File: src/mem1r1w_pkg.sv
package mem1r1w_pkg;

  parameter int NUM_LBNK = 4;
  parameter int NUM_PBNK = NUM_LBNK + 1;  // One spare physical bank
  parameter int NUM_ROWS = 16;
  parameter int WIDTH    = 16;

  parameter int LBNK_W = $clog2(NUM_LBNK);
  parameter int PBNK_W = $clog2(NUM_PBNK);
  parameter int ROW_W  = $clog2(NUM_ROWS);

  typedef logic [LBNK_W-1:0] lbnk_t;
  typedef logic [PBNK_W-1:0] pbnk_t;
  typedef logic [ROW_W-1:0]  row_t;
  typedef logic [WIDTH-1:0]  word_t;

  // Logical address, bank in the upper bits
  typedef struct packed {
    lbnk_t bank;
    row_t  row;
  } addr_t;

  // One row of the bank map
  typedef struct packed {
    pbnk_t [NUM_LBNK-1:0] pbnk;  // Physical bank per logical bank
    pbnk_t                free;  // Bank holding no live word in this row
  } map_entry_t;

  // One port of the bank array
  typedef struct packed {
    logic  en;
    logic  we;
    pbnk_t bank;
    row_t  row;
    word_t data;
  } bank_cmd_t;

  // Refresh command to the physical banks
  typedef struct packed {
    logic  vld;
    pbnk_t bank;
    row_t  row;
  } refr_cmd_t;

endpackage

File: src/access_ctrl_fsm.sv
`timescale 1ns/10ps

module access_ctrl_fsm (
  input  logic                    clk,
  input  logic                    rst_n,
  input  logic                    write,
  input  mem1r1w_pkg::addr_t      wr_adr,
  input  mem1r1w_pkg::word_t      din,
  input  logic                    read,
  input  mem1r1w_pkg::addr_t      rd_adr,
  input  logic                    refr,
  input  mem1r1w_pkg::row_t       init_row,
  input  logic                    init_done,
  input  mem1r1w_pkg::pbnk_t      refr_bank,
  input  mem1r1w_pkg::row_t       refr_row,
  input  mem1r1w_pkg::map_entry_t wr_entry,
  input  mem1r1w_pkg::map_entry_t rd_entry,
  output mem1r1w_pkg::row_t       wr_row,
  output mem1r1w_pkg::row_t       rd_row,
  output logic                    map_we,
  output mem1r1w_pkg::row_t       map_row,
  output mem1r1w_pkg::map_entry_t map_wdata,
  output mem1r1w_pkg::bank_cmd_t  wr_cmd,
  output mem1r1w_pkg::bank_cmd_t  rd_cmd,
  output logic                    sweep_en,
  output logic                    refr_step,
  output mem1r1w_pkg::refr_cmd_t  refr_out,
  output logic                    ready,
  output logic                    rd_vld
);

  import mem1r1w_pkg::*;

  typedef enum logic {
    INIT = 1'b0,
    RUN  = 1'b1
  } state_t;

  state_t     state_q;
  state_t     state_d;
  logic       run;
  logic       wr_go;
  logic       rd_go;
  pbnk_t      wr_pbnk;
  pbnk_t      rd_pbnk;
  logic       conflict;
  pbnk_t      wr_tgt;
  map_entry_t ident_entry;
  map_entry_t remap_entry;

  assign run      = (state_q == RUN);
  assign ready    = run;
  assign sweep_en = !run;
  assign wr_go    = run && write;  // Strobes ignored during the sweep
  assign rd_go    = run && read;

  always_comb begin
    state_d = state_q;
    if (state_q == INIT && init_done) begin
      state_d = RUN;  // Last row is being written
    end
  end

  // Map lookups for both ports
  assign wr_row  = wr_adr.row;
  assign rd_row  = rd_adr.row;
  assign wr_pbnk = wr_entry.pbnk[wr_adr.bank];
  assign rd_pbnk = rd_entry.pbnk[rd_adr.bank];

  // Same physical bank can only mean different rows or the same address
  assign conflict = wr_go && rd_go && (wr_pbnk == rd_pbnk);
  assign wr_tgt   = conflict ? wr_entry.free : wr_pbnk;

  always_comb begin
    for (int i = 0; i < NUM_LBNK; i++) begin
      ident_entry.pbnk[i] = pbnk_t'(i);
    end
    ident_entry.free = pbnk_t'(NUM_LBNK);  // Spare bank starts free
  end

  always_comb begin
    remap_entry                   = wr_entry;
    remap_entry.pbnk[wr_adr.bank] = wr_entry.free;
    remap_entry.free              = wr_pbnk;  // Old copy is now stale
  end

  assign map_we    = sweep_en || conflict;
  assign map_row   = run ? wr_adr.row : init_row;
  assign map_wdata = run ? remap_entry : ident_entry;

  always_comb begin
    wr_cmd.en   = wr_go;
    wr_cmd.we   = wr_go;
    wr_cmd.bank = wr_tgt;
    wr_cmd.row  = wr_adr.row;
    wr_cmd.data = din;
  end

  always_comb begin
    rd_cmd.en   = rd_go;
    rd_cmd.we   = 1'b0;
    rd_cmd.bank = rd_pbnk;
    rd_cmd.row  = rd_adr.row;
    rd_cmd.data = '0;
  end

  assign refr_step = run && refr;  // Pointer moves with each issued refresh

  always_ff @(posedge clk or negedge rst_n) begin
    if (!rst_n) begin
      state_q  <= INIT;
      rd_vld   <= 1'b0;
      refr_out <= '0;
    end else begin
      state_q      <= state_d;
      rd_vld       <= rd_go;
      refr_out.vld <= refr_step;
      if (refr_step) begin
        refr_out.bank <= refr_bank;
        refr_out.row  <= refr_row;
      end
    end
  end

endmodule

File: src/row_sweep_counter.sv
`timescale 1ns/10ps

module row_sweep_counter (
  input  logic               clk,
  input  logic               rst_n,
  input  logic               sweep_en,
  input  logic               refr_step,
  output mem1r1w_pkg::row_t  init_row,
  output logic               init_done,
  output mem1r1w_pkg::pbnk_t refr_bank,
  output mem1r1w_pkg::row_t  refr_row
);

  import mem1r1w_pkg::*;

  localparam row_t  LAST_ROW  = row_t'(NUM_ROWS - 1);
  localparam pbnk_t LAST_BANK = pbnk_t'(NUM_PBNK - 1);

  // Counter sits on the last row once the sweep reaches it
  assign init_done = (init_row == LAST_ROW);

  always_ff @(posedge clk or negedge rst_n) begin
    if (!rst_n) begin
      init_row <= '0;
    end else if (sweep_en && !init_done) begin
      init_row <= init_row + 1'b1;
    end
  end

  // Bank steps first, row steps on bank wrap
  always_ff @(posedge clk or negedge rst_n) begin
    if (!rst_n) begin
      refr_bank <= '0;
      refr_row  <= '0;
    end else if (refr_step) begin
      if (refr_bank == LAST_BANK) begin
        refr_bank <= '0;
        refr_row  <= (refr_row == LAST_ROW) ? '0 : refr_row + 1'b1;
      end else begin
        refr_bank <= refr_bank + 1'b1;
      end
    end
  end

endmodule

File: src/bank_map.sv
`timescale 1ns/10ps

module bank_map #(
  parameter int NUM_LBNK = mem1r1w_pkg::NUM_LBNK,
  parameter int NUM_ROWS = mem1r1w_pkg::NUM_ROWS
) (
  input  logic                    clk,
  input  logic                    rst_n,
  input  mem1r1w_pkg::row_t       wr_row,
  input  mem1r1w_pkg::row_t       rd_row,
  input  logic                    map_we,
  input  mem1r1w_pkg::row_t       map_row,
  input  mem1r1w_pkg::map_entry_t map_wdata,
  output mem1r1w_pkg::map_entry_t wr_entry,
  output mem1r1w_pkg::map_entry_t rd_entry
);

  import mem1r1w_pkg::*;

  // One bank index per logical bank plus the free index
  localparam int ENTRY_W = (NUM_LBNK + 1) * $bits(pbnk_t);

  logic [ENTRY_W-1:0] map_mem [NUM_ROWS];

  // Two lookup ports, answered in the same cycle
  assign wr_entry = map_entry_t'(map_mem[wr_row]);
  assign rd_entry = map_entry_t'(map_mem[rd_row]);

  // Update lands on the edge, next lookup sees it
  always_ff @(posedge clk) begin
    if (rst_n && map_we) begin
      map_mem[map_row] <= map_wdata;
    end
  end

endmodule

File: src/bank_array.sv
`timescale 1ns/10ps

module bank_array #(
  parameter int WIDTH    = mem1r1w_pkg::WIDTH,
  parameter int NUM_LBNK = mem1r1w_pkg::NUM_LBNK,
  parameter int NUM_ROWS = mem1r1w_pkg::NUM_ROWS
) (
  input  logic                   clk,
  input  logic                   rst_n,
  input  mem1r1w_pkg::bank_cmd_t wr_cmd,
  input  mem1r1w_pkg::bank_cmd_t rd_cmd,
  input  mem1r1w_pkg::refr_cmd_t refr_cmd,
  output mem1r1w_pkg::word_t     rd_dout
);

  import mem1r1w_pkg::*;

  localparam int NUM_BANKS = NUM_LBNK + 1;

  logic [WIDTH-1:0] bank_dout [NUM_BANKS];
  pbnk_t            rd_sel_q;

  for (genvar b = 0; b < NUM_BANKS; b++) begin : g_bank
    logic [WIDTH-1:0] mem [NUM_ROWS];
    logic [WIDTH-1:0] dout_q;
    logic             busy;
    logic             wr_hit;
    logic             rd_hit;

    // Bank under refresh takes no access this cycle
    assign busy   = refr_cmd.vld && (refr_cmd.bank == pbnk_t'(b));
    assign wr_hit = wr_cmd.en && wr_cmd.we && (wr_cmd.bank == pbnk_t'(b)) && !busy;
    assign rd_hit = rd_cmd.en && !rd_cmd.we && (rd_cmd.bank == pbnk_t'(b)) && !busy;

    // Single port, one access per cycle
    always_ff @(posedge clk) begin
      if (rst_n && wr_hit) begin
        mem[wr_cmd.row] <= wr_cmd.data;
      end else if (rd_hit) begin
        dout_q <= mem[rd_cmd.row];
      end
    end

    assign bank_dout[b] = dout_q;
  end

  // Remember which bank the read went to
  always_ff @(posedge clk) begin
    if (rd_cmd.en) begin
      rd_sel_q <= rd_cmd.bank;
    end
  end

  assign rd_dout = bank_dout[rd_sel_q];

endmodule

File: src/mem1r1w_top.sv
`timescale 1ns/10ps

module mem1r1w_top #(
  parameter int WIDTH    = mem1r1w_pkg::WIDTH,
  parameter int NUM_LBNK = mem1r1w_pkg::NUM_LBNK,
  parameter int NUM_ROWS = mem1r1w_pkg::NUM_ROWS
) (
  input  logic                   clk,
  input  logic                   rst_n,
  input  logic                   write,
  input  mem1r1w_pkg::addr_t     wr_adr,
  input  mem1r1w_pkg::word_t     din,
  input  logic                   read,
  input  mem1r1w_pkg::addr_t     rd_adr,
  input  logic                   refr,
  output logic                   ready,
  output logic                   rd_vld,
  output mem1r1w_pkg::word_t     rd_dout,
  output mem1r1w_pkg::refr_cmd_t refr_out
);

  import mem1r1w_pkg::*;

  row_t       init_row;
  logic       init_done;
  pbnk_t      refr_bank;
  row_t       refr_row;
  logic       sweep_en;
  logic       refr_step;
  row_t       wr_row;
  row_t       rd_row;
  map_entry_t wr_entry;
  map_entry_t rd_entry;
  logic       map_we;
  row_t       map_row;
  map_entry_t map_wdata;
  bank_cmd_t  wr_cmd;
  bank_cmd_t  rd_cmd;

  access_ctrl_fsm ctrl_i (
    .clk       (clk),
    .rst_n     (rst_n),
    .write     (write),
    .wr_adr    (wr_adr),
    .din       (din),
    .read      (read),
    .rd_adr    (rd_adr),
    .refr      (refr),
    .init_row  (init_row),
    .init_done (init_done),
    .refr_bank (refr_bank),
    .refr_row  (refr_row),
    .wr_entry  (wr_entry),
    .rd_entry  (rd_entry),
    .wr_row    (wr_row),
    .rd_row    (rd_row),
    .map_we    (map_we),
    .map_row   (map_row),
    .map_wdata (map_wdata),
    .wr_cmd    (wr_cmd),
    .rd_cmd    (rd_cmd),
    .sweep_en  (sweep_en),
    .refr_step (refr_step),
    .refr_out  (refr_out),
    .ready     (ready),
    .rd_vld    (rd_vld)
  );

  row_sweep_counter sweep_i (
    .clk       (clk),
    .rst_n     (rst_n),
    .sweep_en  (sweep_en),
    .refr_step (refr_step),
    .init_row  (init_row),
    .init_done (init_done),
    .refr_bank (refr_bank),
    .refr_row  (refr_row)
  );

  bank_map #(
    .NUM_LBNK (NUM_LBNK),
    .NUM_ROWS (NUM_ROWS)
  ) map_i (
    .clk       (clk),
    .rst_n     (rst_n),
    .wr_row    (wr_row),
    .rd_row    (rd_row),
    .map_we    (map_we),
    .map_row   (map_row),
    .map_wdata (map_wdata),
    .wr_entry  (wr_entry),
    .rd_entry  (rd_entry)
  );

  bank_array #(
    .WIDTH    (WIDTH),
    .NUM_LBNK (NUM_LBNK),
    .NUM_ROWS (NUM_ROWS)
  ) array_i (
    .clk      (clk),
    .rst_n    (rst_n),
    .wr_cmd   (wr_cmd),
    .rd_cmd   (rd_cmd),
    .refr_cmd (refr_out),
    .rd_dout  (rd_dout)
  );

endmodule

File: config.mk
export PLATFORM = sky130hd
export DESIGN_NAME = mem1r1w_top
export DESIGN_NICKNAME = d
export VERILOG_FILES = /design/src/mem1r1w_pkg.sv /design/src/access_ctrl_fsm.sv /design/src/row_sweep_counter.sv /design/src/bank_map.sv /design/src/bank_array.sv /design/src/mem1r1w_top.sv
export SDC_FILE = /design/constraint.sdc
export NUM_CORES = 1
export LEC_CHECK = 0
export BUFFER_PORTS_ARGS = -buffer_cell sky130_fd_sc_hd__buf_2
export CAP_MARGIN = 20
export CORE_MARGIN = 2
export CORE_UTILIZATION = 45
export DETAILED_ROUTE_END_ITERATION = 10
export HOLD_SLACK_MARGIN = 0.05
export RECOVER_POWER = 25
export SYNTH_ARGS = -nofsm -noshare
export SYNTH_HDL_FRONTEND = slang
export SYNTH_HIERARCHICAL = 1
export SYNTH_SLANG_ARGS = --single-unit
File: constraint.sdc
create_clock -name clk -period 13.7 [get_ports clk]
set_clock_uncertainty 0.15 [all_clocks]
set_input_delay 0 -clock clk [delete_from_list [all_inputs] [get_ports clk]]
set_output_delay 0 -clock clk [all_outputs]
set_load 0.05 [all_outputs]
==> results.sh, run 1 <==
export IMPL_portBuffers=58
export IMPL_diodes=0
export IMPL_start_util=0.4522
export IMPL_status="finished with violations"
export IMPL_clkSlewWorstSetupHoldPaths_ps=60
export IMPL_synth_area_mm2=0.06380
export IMPL_insertion_delay_ps=800
export IMPL_num_rows=138
export IMPL_antenna_found_initial=1
export IMPL_core_mm2=0.1411
export IMPL_max_cap_violations=16
export IMPL_grt_remaining_overflow=0
export IMPL_hp_class="in2reg"
export IMPL_route_final_wire_length_um=156000
export IMPL_seqCellArea_mm2=0.04866
export IMPL_cts_sinks=1624
export IMPL_drt_pass1_iter_count=6
export IMPL_nFillCells=10980
export IMPL_arrival_ps=6990
export IMPL_layout_drive_gt1_share=0.2621
export IMPL_globalplace_congestion=0.8133
export IMPL_critPathRequiredTime_ps=13970
export IMPL_syn_num_nets=2951
export IMPL_max_freq_mhz=148.7
export IMPL_dieArea_mm2=0.1448
export IMPL_fin_crit_sh=0.4908
export IMPL_cts_buffers=163
export IMPL_violations="max-capacitance violations, max-slew violations"
export IMPL_antenna_left=0
export IMPL_grt_pass1_wl_um=225100
export IMPL_yosys_warnings=6
export IMPL_fin_nets=3148
export IMPL_vdd_drop_max_uv=111.9
export IMPL_grt_pass1_vias=31400
export IMPL_cts_tree="yes"
export IMPL_wire_per_inst_um=30.38
export IMPL_vias_per_cell=5.995
export IMPL_die_y_um=380.5
export IMPL_post_cts_setup_buffer_count=0
export IMPL_clock_path_buffers=3
export IMPL_cp_start_kind="input pin"
export IMPL_cts_root_buffer="clkbuf_16"
export IMPL_powerDensity_mw_per_mm2=147.7
export IMPL_relSlewSlack=-2.166
export IMPL_drc_errors=0
export IMPL_drv_slew=1244
export IMPL_vias=30770
export IMPL_cts_max_level=4
export IMPL_worst_slew_pin_slew_ps=4749
export IMPL_finalHoldViolations=0
export IMPL_synth_area_per_cell_um2=21.89
export IMPL_area_delta_synth_final_pct=13.03
export IMPL_hpwl_um=90290
export IMPL_grt_usage=0.2157
export IMPL_setup_viol=0
export IMPL_min_period_ps=6724
export IMPL_crit_fanout=73
export IMPL_drt_iter0_drc=3967
export IMPL_rsz0062_at_grt="false"
export IMPL_multi_input_area_mm2=0.01404
export IMPL_io_pins=59
export IMPL_critPathKind="in2reg"
export IMPL_p_leak_nw=22.89
export IMPL_syn_inst=2914
export IMPL_crit_path_end_kind="flip-flop"
export IMPL_die_w_um=380.5
export IMPL_holdWs_ps=121.6
export IMPL_fin_tns_setup_ps=0
export IMPL_grt_max_degree=81
==> layer usage <==
layer	routed length, µm	vias up	part of all wire	global-route usage
met5	12	-	0.000077	0
met1	63250	16420	0.41	0.3059
met4	3743	2	0.024	0.05548
met3	12700	227	0.081	0.04108
met2	76260	1375	0.49	0.3467
li1	-	12750	-	-
==> cell usage in the layout, fill, tap and decap left out, types with 12 or more instances in the layout <==
master         count
buf_2             53
clkbuf_16        163
nor2_1            97
clkinv_1          42
edfxtp_1        1603
a2bb2oi_1         15
a22oi_1          214
clkinv_2          22
nand2_1          136
mux4_2           407
mux2i_1           36
dlygate4sd3_1     32
mux4_1            28
nand3_1           12
buf_4            131
dfrtp_1           21
bufinv_16         16
clkbuf_1          51
o22ai_1           15
==> critical path, cell delays in order <==
cell and delay [ps]:
buf_8 540, buf_4 910, buf_4 760, mux4_2 600, a22oi_1 230, nand2_1 90
mux4_2 580, xor2_1 230, nor4_4 370, mux2_4 350, nand4b_1 230, or4b_1 1000
nor2_2 900
==> worst paths after layout <==
kind                                     start                           end  slack [ps]  depth (start not counted)
max in group asynchronous                rst_n            ctrl_i/refr_out[5]       11450                          4
max reg2reg                map_i/map_mem[2][9]   array_i/g_bank[2].mem[0][0]        8120                         10
min reg2reg                 ctrl_i/refr_out[2]            ctrl_i/refr_out[2]         340                          1
min in group asynchronous                rst_n            ctrl_i/refr_out[0]         780                          4
max                                  rd_adr[0]   array_i/g_bank[2].mem[0][0]        6980                         13
min                                      write  array_i/g_bank[3].dout_q[14]         120                          6
==> power breakdown <==
| part | switching, mW | internal, mW |
|---|---|---|
| Combinational | 0.443 | 0.217 |
| Clock | 1.91 | 2.51 |
| Sequential | 0.0375 | 5.53 |
| Total | 2.39 | 8.26 |
==> registers in the layout (all words and copies together) (netlist names), 3 cells and up <==
register	flops
array_i/g_bank.mem	1280
map_i/map_mem	240
array_i/g_bank.dout_q	80
ctrl_i/refr_out	8
sweep_i/init_row	4
sweep_i/refr_row	4
array_i/rd_sel_q	3
sweep_i/refr_bank	3
==> stage by stage <==
step	total power, mW	worst slack [ps]	utilization	instance area (µm²)	std cells
global route	10.94	6365	0.5111	72110	5133
detailed placement	6.312	5860	0.4711	66450	4796
floorplan	6.067	8358	-	63800	2914
global placement	6.290	6006	0.4711	66450	4796
CTS	10.70	6710	0.5110	72090	5125
finish	10.65	6976	0.5111	72110	5133
==> what timing repair did <==
| action | in CTS | in global routing |
|---|---|---|
| hold buffers | 32 | 0 |
| endpoints found under the hold margin | 1517 | 0 |
| gates resized for setup | 0 | 0 |
==> final cells by class <==
class / instances / area share
clock buffer: 197 / 0.05834
clock inverter: 100 / 0.01539
inverter: 6 / 0.0003123
multi-input combinational: 1079 / 0.1948
sequential: 1624 / 0.6749
tap: 1890 / 0.03280
timing repair buffer: 237 / 0.02355
Power figures use the tool's default switching activity.
==> run 2: changes to the inputs <==
clock period = 5.8 ns   (was 13.7 ns; I/O delays follow)
==> run 2 against run 1 <==
  * The run still ends with max-capacitance violations, max-slew violations left
  * Critical path depth stayed put
  * Die area stayed put
  * Utilization is 0.11 points higher
  * Sequential share of layout area is 0.14 points lower
  * Via count is 0.33% higher
  * Final cell count is 0.68% higher
  * Global-route usage is 0.080 points higher
  * Design area is 0.21% higher
  * Wire length is 0.60% higher
  * Hold slack better by 7.3 ps
==> results.sh, run 2 (synthesis results as in run 1) <==
export IMPL_drt_pass1_iter_count=8
export IMPL_fin_tns_setup_ps=0
export IMPL_drv_slew=1164
export IMPL_area_delta_synth_final_pct=13.27
export IMPL_cts_resized=0
export IMPL_fin_nets=3178
export IMPL_grt_remaining_overflow=0
export IMPL_portBuffers=58
export IMPL_grt_max_degree=82
export IMPL_hpwl_um=90130
export IMPL_antenna_found_initial=7
export IMPL_crit_fanout=17
export IMPL_final_cell_mix="edfxtp_1, mux4_2, a22oi_1"
export IMPL_top_regs="array_i/g_bank.mem x1280, map_i/map_mem x240, array_i/g_bank.dout_q x80"
export IMPL_violations="max-capacitance violations, max-slew violations"
export IMPL_dieArea_mm2=0.1448
export IMPL_start_util=0.4522
export IMPL_cts_tree="yes"
export IMPL_largest_register_ff_count=1280
export IMPL_grt_pass1_wl_um=224700
export IMPL_globalplace_congestion=0.8277
export IMPL_clkSlewWorstSetupHoldPaths_ps=60
export IMPL_vias_per_cell=5.974
export IMPL_fin_crit_sh=0.8901
export IMPL_cp_start_kind="input pin"
export IMPL_critPathRequiredTime_ps=6090
export IMPL_status="finished with violations"
export IMPL_min_period_ps=5163
export IMPL_antenna_left=0
export IMPL_largest_register="array_i/g_bank.mem"
export IMPL_cts_buffers=163
export IMPL_grt_pass1_vias=31340
export IMPL_cts_max_level=4
export IMPL_rsz0062_at_grt="false"
export IMPL_layout_commonest_cell="edfxtp_1"
export IMPL_vdd_drop_max_uv=267.0
export IMPL_clock_path_buffers=3
export IMPL_powerDensity_mw_per_mm2=344.3
export IMPL_arrival_ps=5450
export IMPL_dp_cells=4828
export IMPL_max_freq_mhz=193.7
export IMPL_core_mm2=0.1411
export IMPL_insertion_delay_ps=800
export IMPL_cts_root_buffer="clkbuf_16"
export IMPL_finalHoldViolations=0
export IMPL_critical_path_cell_chain="dlygate4sd3_1 > buf_2 > nor2b_1 > buf_4 > a22oi_1 > nand2_1 > mux4_2 > xor2_1 > nor4_4 > mux2_4 > nand4b_1 > or4_1 > and4b_1"
export IMPL_setup_viol=0
export IMPL_wire_per_inst_um=30.36
export IMPL_layout_drive_gt1_share=0.2708
export IMPL_max_cap_violations=15
export IMPL_worst_slew_pin_slew_ps=4740
export IMPL_route_final_wire_length_um=156900
export IMPL_cts_sinks=1624
export IMPL_max_stage_delay_ps=930
export IMPL_min_path_cells=6
export IMPL_vias=30870
export IMPL_fin_cells=5168
export IMPL_io_pins=59
export IMPL_drt_iter0_drc=4064
export IMPL_crit_path_end_kind="flip-flop"
export IMPL_hp_class="in2reg"
export IMPL_grt_usage=0.2165
export IMPL_num_rows=138
export IMPL_die_y_um=380.5
export IMPL_drc_errors=0
export IMPL_ff2ff_path_depth=10
export IMPL_p_leak_nw=23.01
export IMPL_holdWs_ps=128.9
export IMPL_die_w_um=380.5
export IMPL_critPathKind="in2reg"
export IMPL_cp_slowest_cell="nor2b_1"
export IMPL_relSlewSlack=-2.160
[run 2: repair_timing]
item                                   in CTS  in global routing
endpoints found under the hold margin    1340                  0
setup buffers                               0                  0
hold buffers                               34                  0
[run 2: cell type report]
type / instances / area, µm²
fill: 11040 / 68810
sequential: 1624 / 48660
multi-input combinational: 1079 / 14040
clock buffer: 194 / 4259
tap: 1890 / 2365
timing repair buffer: 267 / 2022
clock inverter: 105 / 883.3
inverter: 6 / 22.52
antenna: 3 / 7.507
[run 2: where the power goes]
group	switching [mW]	leakage (nW)	internal (mW)
Sequential	0.0814	14.7	13.1
Clock	4.51	2.52	5.68
Combinational	1.04	5.82	0.513
Total	5.63	23.0	19.2
[run 2: layer usage]
metal	routed length, µm	GRT usage	vias up	share of wire
li1	-	-	12810	-
met1	62740	0.3018	16460	0.40
met2	78230	0.3529	1358	0.50
met3	12640	0.04308	238	0.081
met4	3263	0.05387	2	0.021
met5	13	0	-	0.000083
[run 2: final timing paths]
| path | from | end | slack [ps] |
|---|---|---|---|
| min in group asynchronous | rst_n | ctrl_i/refr_out[0] | 640 |
| max in group asynchronous | rst_n | sweep_i/refr_bank[0] | 3890 |
| worst min-delay path | write | array_i/g_bank[3].dout_q[8] | 130 |
| worst min register to register | ctrl_i/refr_out[1] | ctrl_i/refr_out[1] | 340 |
| worst max register to register | map_i/map_mem[9][9] | array_i/g_bank[0].dout_q[4] | 670 |
| worst max-delay path | wr_adr[3] | array_i/g_bank[0].dout_q[4] | 640 |
[run 2: metrics by stage]
step	util	power (mW)	instance area, µm²	setup slack, ps
2_1_floorplan	-	14.33	63800	458.1
3_3_place_gp	0.4734	14.85	66790	408.5
4_1_cts	0.5123	24.99	72270	742.9
3_5_place_dp	0.4734	14.89	66790	276.5
5_1_grt	0.5122	25.57	72260	477.0
6_report	0.5122	24.88	72260	637.2
[run 2: worst max-delay path: cells and delay by family]
kind | cells | cell delay (ps)
AND/OR/NAND/NOR | 6 | 3320
buffers and inverters | 3 | 1220
multiplexers | 2 | 640
AO/OA/AOI/OAI | 1 | 130
XOR/XNOR | 1 | 100
